===== config.mk =====
export PLATFORM = sky130hd
export DESIGN_NAME = pe_column
export DESIGN_NICKNAME = d
export VERILOG_FILES = /design/src/pe_array_pkg.sv /design/src/pe_column.sv
export VERILOG_INCLUDE_DIRS = /design/src
export SDC_FILE = /design/constraint.sdc
export NUM_CORES = 2
export LEC_CHECK = 0
export BUFFER_PORTS_ARGS = -buffer_cell sky130_fd_sc_hd__clkbuf_2
export CELL_PAD_IN_SITES_DETAIL_PLACEMENT = 1
export CELL_PAD_IN_SITES_GLOBAL_PLACEMENT = 2
export CORE_MARGIN = 5
export CORE_UTILIZATION = 30
export DETAILED_ROUTE_END_ITERATION = 8
export HOLD_SLACK_MARGIN = 0.08
export PLACE_DENSITY_LB_ADDON = 0.3
export SYNTH_ARGS = -nofsm -noshare
export SYNTH_HDL_FRONTEND = slang
export SYNTH_SLANG_ARGS = --single-unit

===== constraint.sdc =====
create_clock -name clk -period 96.3 [get_ports clk]
set_clock_uncertainty 0.05 [all_clocks]
set_input_delay 4.815 -clock clk [delete_from_list [all_inputs] [get_ports clk]]
set_output_delay 4.815 -clock clk [all_outputs]
set_load 0.02 [all_outputs]

===== src/pe_array_defines.svh =====
`ifndef PE_ARRAY_DEFINES_SVH
`define PE_ARRAY_DEFINES_SVH

// width of a phit on the stream and of every register-file word
`define PHIT_W 32

// number of processing-element columns, each one pipeline stage deep
`define NUM_COL 4

// configuration entries held by the table inside each column
`define CFG_DEPTH 8

// words held by the register file inside each column
`define RF_DEPTH 8

// address width shared by the configuration tables and the register files
// both depths above must fit in this many bits
`define ADDR_W 3

// width of the immediate field in a configuration entry
// the column sign-extends it to the phit width before use
`define IMM_W 16

`endif


===== src/pe_array_pkg.sv =====
`include "pe_array_defines.svh"

package pe_array_pkg;

    // entry counts need one bit more than an address so a full table fits
    localparam int cnt_w = `ADDR_W + 1;

    // ALU opcode, mul keeps only the low half of the product
    typedef enum logic [1:0] {
        add    = 2'd0,
        sub    = 2'd1,
        mul    = 2'd2,
        pass_a = 2'd3
    } alu_op_e;

    // source of an ALU operand
    // sel_itr takes the iteration index that travels with the phit
    typedef enum logic [1:0] {
        sel_stream = 2'd0,
        sel_imm    = 2'd1,
        sel_rf     = 2'd2,
        sel_itr    = 2'd3
    } opnd_sel_e;

    // one configuration table entry, taken from the low bits of a control word
    // the first field declared sits at the top of the packed word
    typedef struct packed {
        logic                valid;
        alu_op_e             op;
        opnd_sel_e           sel_a;
        opnd_sel_e           sel_b;
        logic [`ADDR_W-1:0]  rf_wr_addr;
        logic [`ADDR_W-1:0]  rf_rd_addr;
        logic                rf_wr_en;
        logic [`IMM_W-1:0]   imm;
    } cfg_entry_t;

    // phit in flight between pipeline stages
    // the iteration index rides along so every column picks its entry locally
    typedef struct packed {
        logic                valid;
        logic [`PHIT_W-1:0]  itr;
        logic [`PHIT_W-1:0]  data;
    } phit_t;

    // data word at the output of every column, index 0 is the first column
    typedef logic [`NUM_COL-1:0][`PHIT_W-1:0] tap_array_t;

endpackage


===== src/pe_column.sv =====
`timescale 1ns/1ns
`include "pe_array_defines.svh"

module pe_column (
    input  logic                              clk,
    input  logic                              rst_n,
    input  logic                              stream_active,
    input  logic                              cfg_wr_en,
    input  logic [`ADDR_W-1:0]                cfg_wr_addr,
    input  pe_array_pkg::cfg_entry_t          cfg_wr_data,
    input  logic                              rf_load_en,
    input  logic [`ADDR_W-1:0]                rf_load_addr,
    input  logic [`PHIT_W-1:0]                rf_load_data,
    input  logic [pe_array_pkg::cnt_w-1:0]    num_entry,
    input  pe_array_pkg::phit_t               phit_in,
    output pe_array_pkg::phit_t               phit_out
);

    import pe_array_pkg::*;

    cfg_entry_t             cfg_tbl [`CFG_DEPTH];
    logic [`PHIT_W-1:0]     rf [`RF_DEPTH];

    logic [`PHIT_W-1:0]     itr_mod;
    logic [`ADDR_W-1:0]     ent_idx;
    cfg_entry_t             ent;
    logic [`PHIT_W-1:0]     imm_ext;
    logic [`PHIT_W-1:0]     rf_rd_data;
    logic [`PHIT_W-1:0]     opnd_a;
    logic [`PHIT_W-1:0]     opnd_b;
    logic [`PHIT_W-1:0]     alu_res;
    logic [`PHIT_W-1:0]     result;

    logic                   rf_we;
    logic [`ADDR_W-1:0]     rf_waddr;
    logic [`PHIT_W-1:0]     rf_wdata;

    // one multiplexer serves both operand ports
    function automatic logic [`PHIT_W-1:0] pick_opnd(
        input opnd_sel_e          sel,
        input logic [`PHIT_W-1:0] stream_word,
        input logic [`PHIT_W-1:0] imm_word,
        input logic [`PHIT_W-1:0] rf_word,
        input logic [`PHIT_W-1:0] itr_word
    );
        case (sel)
            sel_stream: pick_opnd = stream_word;
            sel_imm:    pick_opnd = imm_word;
            sel_rf:     pick_opnd = rf_word;
            default:    pick_opnd = itr_word;
        endcase
    endfunction

    // the entry index is the iteration index modulo the loaded entry count
    // an empty table leaves the index at zero and the entry is forced invalid
    always_comb begin
        itr_mod = '0;
        if (num_entry != '0) begin
            itr_mod = phit_in.itr % `PHIT_W'(num_entry);
        end
    end

    assign ent_idx = itr_mod[`ADDR_W-1:0];
    assign ent     = (num_entry != '0) ? cfg_tbl[ent_idx] : '0;

    // immediate is signed, so negative offsets work with add
    assign imm_ext    = {{(`PHIT_W - `IMM_W){ent.imm[`IMM_W-1]}}, ent.imm};
    assign rf_rd_data = rf[ent.rf_rd_addr];

    assign opnd_a = pick_opnd(ent.sel_a, phit_in.data, imm_ext, rf_rd_data, phit_in.itr);
    assign opnd_b = pick_opnd(ent.sel_b, phit_in.data, imm_ext, rf_rd_data, phit_in.itr);

    always_comb begin
        case (ent.op)
            add:     alu_res = opnd_a + opnd_b;
            sub:     alu_res = opnd_a - opnd_b;
            // only the low word of the product is kept
            mul:     alu_res = opnd_a * opnd_b;
            default: alu_res = opnd_a;
        endcase
    end

    // an invalid entry leaves the phit data untouched
    assign result = ent.valid ? alu_res : phit_in.data;

    // the register file has a single write port
    // outside the stream it takes preload words, inside it takes write-back
    always_comb begin
        if (stream_active) begin
            rf_we    = phit_in.valid & ent.valid & ent.rf_wr_en;
            rf_waddr = ent.rf_wr_addr;
            rf_wdata = alu_res;
        end else begin
            rf_we    = rf_load_en;
            rf_waddr = rf_load_addr;
            rf_wdata = rf_load_data;
        end
    end

    // tables are written only during the load phase
    always_ff @(posedge clk) begin
        if (!rst_n) begin
            for (int i = 0; i < `CFG_DEPTH; i++) begin
                cfg_tbl[i] <= '0;
            end
        end else if (cfg_wr_en) begin
            cfg_tbl[cfg_wr_addr] <= cfg_wr_data;
        end
    end

    // write-back lands on the same edge that registers the phit
    // so the following phit already reads the new value
    always_ff @(posedge clk) begin
        if (!rst_n) begin
            for (int i = 0; i < `RF_DEPTH; i++) begin
                rf[i] <= '0;
            end
        end else if (rf_we) begin
            rf[rf_waddr] <= rf_wdata;
        end
    end

    // pipeline register of this stage, it keeps valid and itr as they came
    always_ff @(posedge clk) begin
        if (!rst_n) begin
            phit_out <= '0;
        end else begin
            phit_out.valid <= phit_in.valid;
            phit_out.itr   <= phit_in.itr;
            phit_out.data  <= result;
        end
    end

    // bubbles in the stream must never touch the register file
    a_no_rf_wr_on_bubble: assert property (
        @(posedge clk) disable iff (!rst_n)
        (stream_active && !phit_in.valid) |-> !rf_we
    );

endmodule


# [Yosys cells after proc, flatten, opt, wreduce, memory -nomap -nowiden]
# Memory sizes are Yosys's and may differ from the RTL's.
# Cells that the tools add are included.
[word_totals] ram_bits=496 register_bits=65 mem_count=2 in_bits=142
[op_classes] add_sub_neg=2 n_div=1 bitwise_logic=2 eq_ne=6 reduce_logical=6 multipliers=1 muxes=22
[memory_table] name="rf" depth=8 width=32 read_ports=1 rd_ports_with_merged_regs=0 wr=8 line="pe_column.sv:22" text="logic [`PHIT_W-1:0] rf [`RF_DEPTH];"
[memory_table] name="cfg_tbl" depth=8 width=30 read_ports=1 rd_ports_with_merged_regs=0 wr=8 line="pe_column.sv:21" text="cfg_entry_t cfg_tbl [`CFG_DEPTH];"
[op_table] operator="$pmux 32 s3" count=3
[op_table] operator="$mux 32" count=3
[op_table] operator="$mux 30" count=2
[op_table] operator="$add 32x32->32" count=1
[op_table] operator="$mod 32x4->32" count=1
[op_table] operator="$mul 32x32->32" count=1
[op_table] operator="$reduce_or 32->1" count=1
[op_table] operator="$sub 32x32->32" count=1
[op_table] operator="$reduce_or 30->1" count=1
[op_table] operator="$mux 3" count=4
[op_table] operator="$mux 1" count=10
[op_table] operator="$eq 2x1->1 const B" count=3
[op_table] operator="$eq 2x2->1 const B" count=3
[op_table] operator="$logic_not 2->1" count=3
[op_table] operator="$reduce_bool 4->1" count=1
[op_table] operator="$and 1x1->1" count=2

# [Longest topological paths before layout]
# An unclocked memory read counts as a cell.
[depth] word_depth=12 mapped_depth=422

# [Worst setup path before layout]
# No wires, ideal clock.
[synth_timing] path_kind="input to register" start="input port num_entry[0] (netlist bit)" end="memory rf[0][31] (netlist bit), data pin" arrival_ns=86.030 path_buffers=34 slack_ns=9.948 cell_stages=399 cell_sequence="inv_1 > ha_1 > nor4b_1 > a2bb2oi_1 > ha_1 > or2_2 > a31oi_1 > nor2_1 > ha_1 > o21a_1 > or4_1 > o31ai_1 > ha_1 > a21oi_1 > a21boi_1 > nor2_1 > mux2_1 > ha_1 > [... 363 more ...] > nand2_1 > and2_1 > o21ai_0 > nand2b_1 > a21oi_1 > o21bai_1 > a21oi_1 > o21bai_1 > a21o_1 > a21oi_1 > xnor2_1 > xnor2_1 > xnor2_1 > xnor2_1 > xnor2_1 > a211oi_1 > a211oi_2 > nor3_1"
[synth_lines] item="from (decl)" line="pe_column.sv:14" text="input logic [pe_array_pkg::cnt_w-1:0] num_entry,"
[synth_lines] item="to (decl)" line="pe_column.sv:22"

==> impl_metrics.yaml <==
status:
  status: "completed"
drt:
  first_pass_iters: 6
  drt_iter0_markers: 3933
  wl_mm: 261
  num_vias: 53600
  drc: 0
  wire_per_inst_um: 26.6
  drt-vias-per-instance: 5.47
  antenna_left: 0
die:
  core_area_mm2: 0.207
  pin_count: 207
  dieWidth_um: 467
  start_util_pct: 30.2
  std_cell_rows: 167
  dieArea_mm2: 0.218
  die_h_um: 467
sta:
  max-slew-margin-rel_pct: 18.5
  drv_slew: 0
  tightestPinTransition_ns: 1.22
  period_needed_ns: 90.50
  hold_ws_ns: 1.19
  fmax_mhz: 11.0
  finalCritPeriodShare_pct: 94.0
  hold_violations: 0
  finalSetupViolations: 0
grt:
  grt.overflow.total: 0
  grt_max_degree: 68
  grt_pass1_vias: 56500
  grt_usage_pct: 23.3
  grt_pass1_wl_mm: 382
  antenna_found_initial: 25
worst_setup_path:
  setup.worst_path.class: "input pin to flip-flop"
  start_kind: "input pin"
  worst_path_max_delay_cell: "or4_4"
  crit_top_cell: "o21a_1"
  worstPathRequired_ns: 96.76
  cp_max_fo: 30
  end_kind: "flip-flop"
  path_delay_family: "simple AND/OR/NAND/NOR gates"
  critPathArrivalTime_ns: 90.96
  cpPeakStageDelay_ns: 0.68
  path_buf_inv: 23
synthesis:
  yosysSeqAreaShare_pct: 25.8
  ys.flop_type: "edfxtp_1"
  ys_warn_count: 0
  syn-cell-area_mm2: 0.0627
  synth_edf_count: 496
  syn_inst: 6826
  ys_async_sr_fraction_pct: 0
  ys_seq_elements: 561
  synth_nets: 7657
  syn_avg_cell_area_um2: 9.19
  yosysUniqueCellTypes: 192
final_layout:
  syn_to_final_growth_pct: 11.1
  drive_gt1_share_pct: 16.3
  fillers: 23900
  final_core_util_pct: 33.6
  num-nets-final: 7789
clock_tree:
  cts_sinks: 561
  cts_root_buffer: "clkbuf_16"
  insertion_delay_ns: 0.70
  h-tree-depth: 3
  cts_tree: "built"
  clk_pin_slew_ns: 0.09
  ctsLongestPathBuffers: 3
  numCtsBuffers: 67
hold_path:
  hp-class: "flip-flop to flip-flop"
flow_run:
  drv_cap: 0
placement:
  io_buffers: 206
  post-dp-hpwl_mm: 196
  gp_congestion: 0.859
[layout make-up]
class	count	area (um2)	share of cell area [%]
Inverter	629	2390	3.43
Multi-Input combinational cell	5320	43000	61.7
Clock inverter	26	315	0.452
Antenna cell	12	30.0	0.0431
Tap cell	2788	3490	5.00
Timing Repair Buffer	379	2410	3.46
Clock buffer	93	1860	2.66
Sequential cell	561	16200	23.2
[cell usage after synthesis (all sizes together) (47+ instances only)]
master	n	share of area (%)
nor2	898	5.5
inv	619	3.7
nand2	588	3.6
edfxtp	496	24
fa	410	13
and2	345	3.5
a21oi	337	2.9
o21ai	299	2.5
ha	279	5.6
clkbuf	226	1.6
xnor2	201	2.9
mux2i	184	3.0
nor3	165	1.5
nand3	110	1.1
o211ai	109	1.4
o21a	105	1.3
buf	92	1.2
xor2	90	1.3
mux4	79	2.8
a21o	74	0.96
a211oi	66	0.90
dfxtp	65	2.1
mux2	61	1.1
or2	57	0.57
nand2b	52	0.53
nand4	52	0.61
and3	51	0.58
nor4	49	0.74
a31oi	47	0.54
[per-layer routing]
layer	routed length (um)	track usage, %	share of wire [%]	up-vias
li1	-	-	-	24200
met1	114000	30.4	44	27800
met2	127000	40.7	49	1254
met3	11100	2.36	4.3	294
met4	8780	7.00	3.4	0
met5	0	0	0	-
[flip-flops by register name, indices dropped and copies added, names as in the netlist]
name and count:
rf 256, cfg_tbl 240, phit_out 65
[logic make-up (layout without fill, tap and decap cells)]
kind of cell	Yosys count	count (layout)	synth area share (%)
buffers and inverters	948	1127	6.61
multiplexers	324	324	6.96
adder cells (fa/ha/maj)	692	692	18.7
other	0	12	0
XOR/XNOR	291	291	4.21
AO/OA/AOI/OAI	1417	1419	16.3
AND/OR/NAND/NOR	2593	2594	21.3
flip-flops	561	561	25.8
[path summary, 6_finish.rpt]
| check | from | end | slack (ns) | cells after the start |
|---|---|---|---|---|
| worst max-delay path | phit_in[63] | rf[5][31] | 5.80 | 373 |
| worst min-delay path | cfg_tbl[5][29] | phit_out[27] | 1.19 | 4 |
| worst max register to register | cfg_tbl[7][17] | rf[5][31] | 82.88 | 59 |
| worst min register to register | cfg_tbl[5][29] | phit_out[27] | 1.19 | 4 |
[stage by stage]
stage | instances | instance area (um2) | setup slack [ns] | setup TNS [ns]
2_1_floorplan | 6826 | 62700 | 9.95 | 0
3_3_place_gp | 9628 | 66700 | 0.404 | 0
3_5_place_dp | 9628 | 66700 | -2.97 | -211.21
4_1_cts | 9753 | 69000 | 0.00142 | 0
5_1_grt | 9800 | 69700 | -0.214 | -1.38
6_report | 9808 | 69700 | 5.80 | 0
[what timing repair did]
action	4_1_cts	5_1_grt
endpoints found under the setup margin	133	260
pin swaps	4	17
cloned	2	1
hold buffers	0	0
buffers inserted	4	42
gates resized for setup	23	69
[worst register-to-register path: cells and delay by family (launching register included)]
family | cells | cell delay (ns)
AOI/OAI and AO/OA | 23 | 4.31
muxes | 3 | 0.87
DFF | 1 | 0.35
xor gates and xnor gates | 5 | 0.87
and+or+nand+nor | 11 | 1.65
buffers and inverters | 8 | 1.37
adders and majority gates | 9 | 3.82
[layout by cell type (no fill, tap or decap), types with 33 or more instances in the layout]
master | netlist | routed
nor2_1 | 879 | 867
inv_1 | 610 | 606
nand2_1 | 578 | 577
edfxtp_1 | 496 | 496
fa_1 | 410 | 410
and2_1 | 309 | 309
a21oi_1 | 310 | 285
ha_1 | 279 | 279
o21ai_0 | 223 | 213
clkbuf_2 | 0 | 207
xnor2_1 | 194 | 194
mux2i_1 | 179 | 176
buf_4 | 12 | 162
nor3_1 | 149 | 145
o211ai_1 | 100 | 100
o21a_1 | 103 | 99
nand3_1 | 95 | 94
xor2_1 | 89 | 89
mux4_2 | 79 | 79
clkbuf_16 | 0 | 68
dfxtp_1 | 65 | 65
o21ai_1 | 61 | 62
a21o_1 | 51 | 51
a211oi_1 | 55 | 51
or2_2 | 49 | 49
nand2b_1 | 50 | 47
nand4_1 | 46 | 46
a31oi_1 | 43 | 43
mux2_2 | 42 | 42
a21oi_2 | 22 | 42
o31ai_1 | 37 | 37
nor4_1 | 34 | 33
Power is not shown: default switching activity piles up to over one toggle a cycle in this logic, so the estimate is an artifact.
