==> src/pe_array_defines.svh <==
`ifndef PE_ARRAY_DEFINES_SVH
`define PE_ARRAY_DEFINES_SVH

// width of a phit on the stream and of every register-file word
`define PHIT_W 32

// number of processing-element columns, each one pipeline stage deep
`define NUM_COL 4

// configuration entries held by the table inside each column
`define CFG_DEPTH 8

// words held by the register file inside each column
`define RF_DEPTH 8

// address width shared by the configuration tables and the register files
// both depths above must fit in this many bits
`define ADDR_W 3

// width of the immediate field in a configuration entry
// the column sign-extends it to the phit width before use
`define IMM_W 16

`endif

==> src/pe_array_pkg.sv <==
`include "pe_array_defines.svh"

package pe_array_pkg;

    // entry counts need one bit more than an address so a full table fits
    localparam int cnt_w = `ADDR_W + 1;

    // ALU opcode, mul keeps only the low half of the product
    typedef enum logic [1:0] {
        add    = 2'd0,
        sub    = 2'd1,
        mul    = 2'd2,
        pass_a = 2'd3
    } alu_op_e;

    // source of an ALU operand
    // sel_itr takes the iteration index that travels with the phit
    typedef enum logic [1:0] {
        sel_stream = 2'd0,
        sel_imm    = 2'd1,
        sel_rf     = 2'd2,
        sel_itr    = 2'd3
    } opnd_sel_e;

    // one configuration table entry, taken from the low bits of a control word
    // the first field declared sits at the top of the packed word
    typedef struct packed {
        logic                valid;
        alu_op_e             op;
        opnd_sel_e           sel_a;
        opnd_sel_e           sel_b;
        logic [`ADDR_W-1:0]  rf_wr_addr;
        logic [`ADDR_W-1:0]  rf_rd_addr;
        logic                rf_wr_en;
        logic [`IMM_W-1:0]   imm;
    } cfg_entry_t;

    // phit in flight between pipeline stages
    // the iteration index rides along so every column picks its entry locally
    typedef struct packed {
        logic                valid;
        logic [`PHIT_W-1:0]  itr;
        logic [`PHIT_W-1:0]  data;
    } phit_t;

    // data word at the output of every column, index 0 is the first column
    typedef logic [`NUM_COL-1:0][`PHIT_W-1:0] tap_array_t;

endpackage

==> src/ctrl_plane.sv <==
`timescale 1ns/1ns
`include "pe_array_defines.svh"

module ctrl_plane (
    input  logic                              clk,
    input  logic                              rst_n,
    input  logic                              start_loader,
    input  logic                              start_stream_in,
    input  logic [`PHIT_W-1:0]                ctrl_plane_wr_data,
    input  logic [pe_array_pkg::cnt_w-1:0]    num_entry_config_table,
    input  logic [pe_array_pkg::cnt_w-1:0]    num_entry_inbound,
    input  logic [`PHIT_W-1:0]                stream_in,
    output logic                              ready_stream_in,
    output logic                              stream_active,
    output logic [`NUM_COL-1:0]               cfg_wr_en,
    output logic [`ADDR_W-1:0]                cfg_wr_addr,
    output pe_array_pkg::cfg_entry_t          cfg_wr_data,
    output logic                              rf_load_en,
    output logic [`ADDR_W-1:0]                rf_load_addr,
    output logic [`PHIT_W-1:0]                rf_load_data,
    output logic [pe_array_pkg::cnt_w-1:0]    num_entry,
    output pe_array_pkg::phit_t               head
);

    import pe_array_pkg::*;

    // a single column still needs a one-bit column counter
    localparam int col_w = (`NUM_COL > 1) ? $clog2(`NUM_COL) : 1;

    typedef enum logic [2:0] {
        idle,
        load_cfg,
        load_rf,
        wait_start,
        wait_release,
        streaming
    } state_e;

    state_e                 state;
    logic [col_w-1:0]       col_cnt;
    logic [`ADDR_W-1:0]     ent_cnt;
    logic [`ADDR_W-1:0]     rf_cnt;
    logic [cnt_w-1:0]       num_cfg_q;
    logic [cnt_w-1:0]       num_rf_q;
    logic [`PHIT_W-1:0]     itr_cnt;

    // the load sequencer walks the configuration words column by column
    // and then the preload words, one word per clock with no gaps
    // a start pulse in any state restarts it, which also closes an open stream
    always_ff @(posedge clk) begin
        if (!rst_n) begin
            state     <= idle;
            col_cnt   <= '0;
            ent_cnt   <= '0;
            rf_cnt    <= '0;
            num_cfg_q <= '0;
            num_rf_q  <= '0;
            itr_cnt   <= '0;
        end else if (start_loader) begin
            // counts are captured here and hold until the next load
            num_cfg_q <= num_entry_config_table;
            num_rf_q  <= num_entry_inbound;
            col_cnt   <= '0;
            ent_cnt   <= '0;
            rf_cnt    <= '0;
            // empty windows are skipped so no cycle is spent on them
            if (num_entry_config_table != '0) begin
                state <= load_cfg;
            end else if (num_entry_inbound != '0) begin
                state <= load_rf;
            end else begin
                state <= wait_start;
            end
        end else begin
            case (state)
                load_cfg: begin
                    // last entry of this column moves on to the next column
                    if ({1'b0, ent_cnt} == num_cfg_q - 1'b1) begin
                        ent_cnt <= '0;
                        if (col_cnt == col_w'(`NUM_COL - 1)) begin
                            state <= (num_rf_q != '0) ? load_rf : wait_start;
                        end else begin
                            col_cnt <= col_cnt + 1'b1;
                        end
                    end else begin
                        ent_cnt <= ent_cnt + 1'b1;
                    end
                end
                load_rf: begin
                    if ({1'b0, rf_cnt} == num_rf_q - 1'b1) begin
                        state <= wait_start;
                    end else begin
                        rf_cnt <= rf_cnt + 1'b1;
                    end
                end
                wait_start: begin
                    // ready is up here, the source answers with start
                    if (start_stream_in) begin
                        state <= wait_release;
                    end
                end
                wait_release: begin
                    // the stream opens once start has been dropped again
                    if (!start_stream_in) begin
                        state   <= streaming;
                        itr_cnt <= '0;
                    end
                end
                streaming: begin
                    itr_cnt <= itr_cnt + 1'b1;
                end
                default: begin
                    state <= idle;
                end
            endcase
        end
    end

    // the head register stamps every phit with its iteration index
    // it adds the one cycle between stream_in and the first column
    always_ff @(posedge clk) begin
        if (!rst_n) begin
            head <= '0;
        end else begin
            head.valid <= (state == streaming);
            head.itr   <= itr_cnt;
            head.data  <= stream_in;
        end
    end

    assign ready_stream_in = (state == wait_start);
    assign stream_active   = (state == streaming);
    assign num_entry       = num_cfg_q;

    // configuration words go to one column at a time
    assign cfg_wr_en   = (state == load_cfg) ? (`NUM_COL'(1) << col_cnt) : '0;
    assign cfg_wr_addr = ent_cnt;
    assign cfg_wr_data = cfg_entry_t'(ctrl_plane_wr_data[$bits(cfg_entry_t)-1:0]);

    // preload words are broadcast, every column stores the same value
    assign rf_load_en   = (state == load_rf);
    assign rf_load_addr = rf_cnt;
    assign rf_load_data = ctrl_plane_wr_data;

    // the source keeps start low until the load windows are over
    a_no_start_in_load: assert property (
        @(posedge clk) disable iff (!rst_n)
        (state == load_cfg || state == load_rf) |-> !start_stream_in
    );

    // at most one column table is written on any clock
    a_cfg_wr_onehot: assert property (
        @(posedge clk) disable iff (!rst_n)
        $onehot0(cfg_wr_en)
    );

endmodule

==> config.mk <==
export PLATFORM = sky130hd
export DESIGN_NAME = ctrl_plane
export DESIGN_NICKNAME = d
export VERILOG_FILES = /design/src/pe_array_pkg.sv /design/src/ctrl_plane.sv
export VERILOG_INCLUDE_DIRS = /design/src
export SDC_FILE = /design/constraint.sdc
export NUM_CORES = 1
export LEC_CHECK = 0
export BUFFER_PORTS_ARGS = -buffer_cell sky130_fd_sc_hd__buf_2
export CORE_MARGIN = 2
export CORE_UTILIZATION = 30
export DETAILED_ROUTE_END_ITERATION = 12
export HOLD_SLACK_MARGIN = 0.1
export PLACE_DENSITY = 0.52
export SLEW_MARGIN = 20
export SYNTH_ARGS = -nofsm -noshare
export SYNTH_HDL_FRONTEND = slang
export SYNTH_SLANG_ARGS = --single-unit
export TNS_END_PERCENT = 100
==> constraint.sdc <==
create_clock -name clk -period 2.2 [get_ports clk]
set_input_delay 0.33 -clock clk [delete_from_list [all_inputs] [get_ports clk]]
set_output_delay 0.33 -clock clk [all_outputs]
set_load 0.02 [all_outputs]
# Word-level counts from Yosys, hierarchy flattened
# Index checks and enable logic that the tools add are counted.
# classes
n_bitwise	4
eq_ne	15
muxes	14
shift	1
n_div	0
magnitude_cmp	0
add_sub_neg	6
reduce_logical	9
n_mul	0
# ops
operator	count
case mux 32 bit (2 select lines)	1
adder 32 x 1 -> 32 bit, second input constant	1
two-way mux 32 bit	1
two-way mux 3 bit	7
case mux 3 bit (5 select lines)	1
inequality test 3 bit, second input constant	4
nonzero test 4 bit	3
equality test 3 x 4 -> 1 bit	2
subtractor 4 x 1 -> 4 bit, second input constant	2
adder 3 x 1 -> 3 bit, second input constant	2
equality test 3 x 2 -> 1 bit, second input constant	2
equality test 3 bit, second input constant	2
AND reduction 3 bit	2
AND reduction 6 bit	1
two-way mux 4 bit	1
inequality test 2 bit, second input constant	2
NOT 1 bit	4
left shift 1 x 2 -> 4 bit, first input constant	1
equality test 3 x 1 -> 1 bit, second input constant	1
inequality test 3 x 2 -> 1 bit, second input constant	1
adder 2 x 1 -> 2 bit, second input constant	1
equality test 2 bit, second input constant	1
two-way mux 1 bit	2
two-way mux 2 bit	1
other kinds (3)	3
# totals
latch_bits	0
romBits	0
ram_bits	0
mem_count	0
regBits	116
output_inout_bits	144
inputBits	76

# Depth between registers and ports, before layout
# depth
ltp_word	6
ltp_mapped	7
mapped_depth_nobuf	7

# Least setup slack after synthesis
# No wires, ideal clock.
# synth_timing
path_type	flip-flop to flip-flop
startpoint	register num_cfg_q[0] (netlist: num_entry[0])
endpoint	register state[0]
required_time_ns	2.108
n_path_buf	0
path_stages_with_launch	8
synth_period_minus_slack_ns	1.862
arrival_time_ns	1.770
slack_ns	0.338
path_cell_list	dfxtp_1 -> inv_1 -> ha_1 -> xor3_1 -> o22ai_1 -> a31oi_1 -> o41a_1 -> o32ai_1
# synth_via
elab_chain_cells	4
# synth_lines
element	line_no	source
start, declared	ctrl_plane.sv:43	logic [cnt_w-1:0] num_cfg_q;
start signal, assigned	ctrl_plane.sv:61	num_cfg_q <= num_entry_config_table;
subtractor 4 x 1 -> 4 bit	ctrl_plane.sv:78	if ({1'b0, ent_cnt} == num_cfg_q - 1'b1) begin
equality test 3 x 4 -> 1 bit	ctrl_plane.sv:78	
inequality test 3 bit (no line)	-	
AND reduction 6 bit (no line)	-	
end signal, assigned	ctrl_plane.sv:72	state <= wait_start;
end signal, assigned	ctrl_plane.sv:81	state <= (num_rf_q != '0) ? load_rf : wait_start;
end signal, assigned	ctrl_plane.sv:91	state <= wait_start;
end, declared	ctrl_plane.sv:39	state_e state;
# Every way passes these cells.
# A chain may end at the register's enable or synchronous reset.

# Worst setup path in the final report
# layout_timing
startpoint	register state[2]
endpoint	register itr_cnt[22]
# layout_via
elab_chain_cells	3
elab_cells_between_ends	6
cone_classes	eq/ne (3); mux (1); reduce/logical (2)
# layout_lines
element	line_no	source
start signal, assigned	ctrl_plane.sv:52	state <= idle;
start signal, assigned	ctrl_plane.sv:68	state <= load_cfg;
start signal, assigned	ctrl_plane.sv:70	state <= load_rf;
equality test 3 bit	ctrl_plane.sv:75	case (state)
inequality test 2 bit (no line) / nonzero test 2 bit (equally long branches)	-	
AND reduction 3 bit (no line)	-	
end signal, assigned	ctrl_plane.sv:110	itr_cnt <= itr_cnt + 1'b1;
end, declared	ctrl_plane.sv:45	logic [`PHIT_W-1:0] itr_cnt;
# Several ways; a longest one is shown, not always the timed one.

==> reports/metrics.csv <==
metric;value;unit
status;finished, final reports clean;
sw frac;22.36;%
Remaining DRCs;0;
critical path depth;6;
post-placement cell area;5334;sq um
Post-synth top cells;dfxtp_1 (116), and2_1 (72), buf_4 (62);
global-route wire length before repair;17580;microns
final period utilization;91.19;%
total negative slack;0;ns
initial DRC count;167;
Area Overhead vs Synth;22.27;%
number of fill cells in the layout;1620;
CTS Buf Count;17;
# setup viols final;0;
most numerous cell in the Yosys netlist;dfxtp_1;
postcts setup bufs;0;
top cell type's share of synthesized area;47.79;%
syn_area_per_cell;9.642;sq um
Logic pwr share;6.0;%
crit path launch;state[2];
placed insts;781;
Core Area;15890;sq um
Pleak;2.612;nW
CP delay by family, top;simple AND/OR/NAND/NOR gates;
Worst EP required;2.53;ns
predominant post-synthesis flop cell;dfxtp_1;
cells taking the most area after synthesis;dfxtp_1 (48%), buf_4 (9.6%), and2_1 (9.3%);
Antenna diodes;0;
grt ovf;0;
DRT antenna net count;0;
Fin Hold WS;0.1248;ns
Final Power;5.157;mW
Initial Utilization;30.59;%
Yosys cell types;44;
via/cell ratio;4.301;
Worst Setup Path Type;flop to flop;
IO Pins;220;
fmax;0.4985;GHz
slew margin rel.;73.47;%
die area;17230;sq um
H-tree levels;4;
die width;131.3;microns
clock power share;51.9;%
CTS sink cnt;116;
area leader, netlist;dfxtp_1;
Reg power frac;42.1;%
Worst path max stage delay;0.41;ns
routed length per instance;13.18;microns
Die Ht;131.3;microns
Routed WL;10740;microns
Reg clk slew, reported paths;0.05;ns
fraction of layout cells with a size suffix above 1;29.05;%
Post-synth EDFFs;0;
Setup Skew;0.005886;ns
Final HPWL DP;8005;microns
CP endpoint;itr_cnt[22];
routed via count;3505;
Hold WC Path Type;primary input to flop;
vias in the first global route;3496;
crit-path cells;nor3b_4 -> nand4_1 -> buf_4 -> or3_1 -> or3_1 -> a21oi_1;
Port Buffers;125;
worst reg2reg path endpoint;itr_cnt[22];
worst-skew pair later-pin latency;0.40;ns
critical path startpoint category;flop;
#FFs+latches synth;116;
TritonCTS clock tree;yes;
Hold Fails Final Rpt;0;
Mapped Nets;590;
antenna violations before repair;0;
Most Frequent Cell on Critical Path;or3_1;
Nets;672;
Non-Filler Instances;815;
Placer Congestion;0.8004;
row count;46;
Critical-path top delay cell;or3_1;
peak supply drop;0.0005354;V
GR Util All Layers;12.85;%
net switching power;1.153;mW
shortest period the worst path allows;2.006;ns
PwrDens;867.8;nW/um^2
Worst Path Arrival;2.34;ns
Crit. End Element;flop;
cells after synthesis;504;
ys async rst share;0;%
sequential-to-total area share from yosys stat;47.79;%
max-cap violation count;0;
worst slew pin tran;0.3943;ns
Reg-to-Reg Start;state[2];
clock buffer depth;2;
Syn. warnings;0;
number of buffers and inverters on the critical path;1;
clock root buffer;clkbuf_16;
Power Internal;4.004;mW
design area;5942;sq um
Reg2Reg Depth;6;
Slew Limit Fails;0;
FF-to-FF setup slack;0.19;ns
RSZ-0062 raised after global routing;no;
largest net degree at the start of global routing;57;
first drt pass iteration count;4;
CP max FO;11;
mapped cell area;4860;sq um
[registers in the layout (all words and copies together) (netlist names)]
name,count
cfg_wr_addr,3
col_cnt,2
head,65
itr_cnt,32
num_entry,4
num_rf_q,4
rf_load_addr,3
state,3
[per-layer routing]
layer | routed length (microns) | vias to the layer above | global-route usage, % | share of wire (%)
met5 | 0 | - | 0 | 0
met4 | 352 | 0 | 8.213 | 3.3
met1 | 4591 | 1578 | 14.30 | 43
li1 | - | 1779 | - | -
met2 | 5102 | 101 | 21.11 | 47
met3 | 697 | 47 | 4.282 | 6.5
[worst min path at each step]
stage	from	cells past startpoint	slack, ns	endpoint
finish	stream_in[12]	2	0.12	head[12]
global route	stream_in[23]	2	0.11	head[23]
CTS	stream_in[12]	2	0.10	head[12]
detailed placement	itr_cnt[31]	1	0.47	head[63]
global placement	itr_cnt[31]	1	0.47	head[63]
floorplan	itr_cnt[31]	1	0.44	head[63]
[power groups by stage]
stage	Sequential, mW	Combinational, mW	Clock, mW
6_report	2.17	0.311	2.68
5_1_grt	2.17	0.343	2.85
4_1_cts	2.17	0.317	2.77
3_5_place_dp	2.21	0.313	0
3_3_place_gp	2.21	0.307	0
2_1_floorplan	2.26	0.303	0
[cell families after synthesis]
logic type,synth area share [%]
AND/OR/NAND/NOR,23.61
flip-flops,47.79
buffers and inverters,12.15
AO/OA/AOI/OAI,5.253
XOR/XNOR,6.359
multiplexers,2.266
adder cells (fa/ha/maj),2.575
[area by class of cell]
cell class | instances | area [sq um] | area share (%)
clock inverter | 12 | 131.4 | 2.211
tap | 216 | 270.3 | 4.548
clock buffer | 20 | 456.7 | 7.686
sequential | 116 | 2322 | 39.08
inverter | 18 | 67.56 | 1.137
timing repair buffer | 140 | 743.2 | 12.51
multi-input combinational | 293 | 1951 | 32.83
[worst register-to-register path: stages (launching register included)]
cell	delay, ns
dfxtp_1	0.40
nor3b_4	0.28
nand4_1	0.17
buf_4	0.21
or3_1	0.41
or3_1	0.32
a21oi_1	0.14
[repair_timing]
action                                 CTS  global route
gates resized for setup                  0             0
hold buffers                             2             0
endpoints found under the hold margin    2             0
[cell usage in the layout (no fill, tap or decap), types with 2 or more instances in the layout]
cell type and count:
buf_2 125, dfxtp_1 116, and2_1 72, nor2_1 34, xnor2_1 19, inv_1 18, nand2_1 17, clkbuf_16 17
a21oi_1 14, o21ai_0 13, buf_4 13, xor2_1 11, mux2i_1 11, nand3_1 11, nor4_1 11, ha_1 10
nor2b_1 9, or3_1 8, and3_1 7, nand4b_1 7, nor3_1 6, nand4_1 5, and4_1 4, clkinvlp_4 4
clkinv_2 3, clkinv_4 3, nand2b_1 2, a31oi_1 2, bufinv_16 2, clkbuf_8 2, dlygate4sd3_1 2
[per-stage QoR]
step | worst slack (ns) | util, %
finish | 0.1939 | 37.41
CTS | 0.1803 | 37.41
global placement | 0.1489 | 33.58
global route | 0.07399 | 37.41
detailed placement | 0.1419 | 33.58
floorplan | 0.3377 | -
No activity file was read; power rests on OpenSTA's default activity.
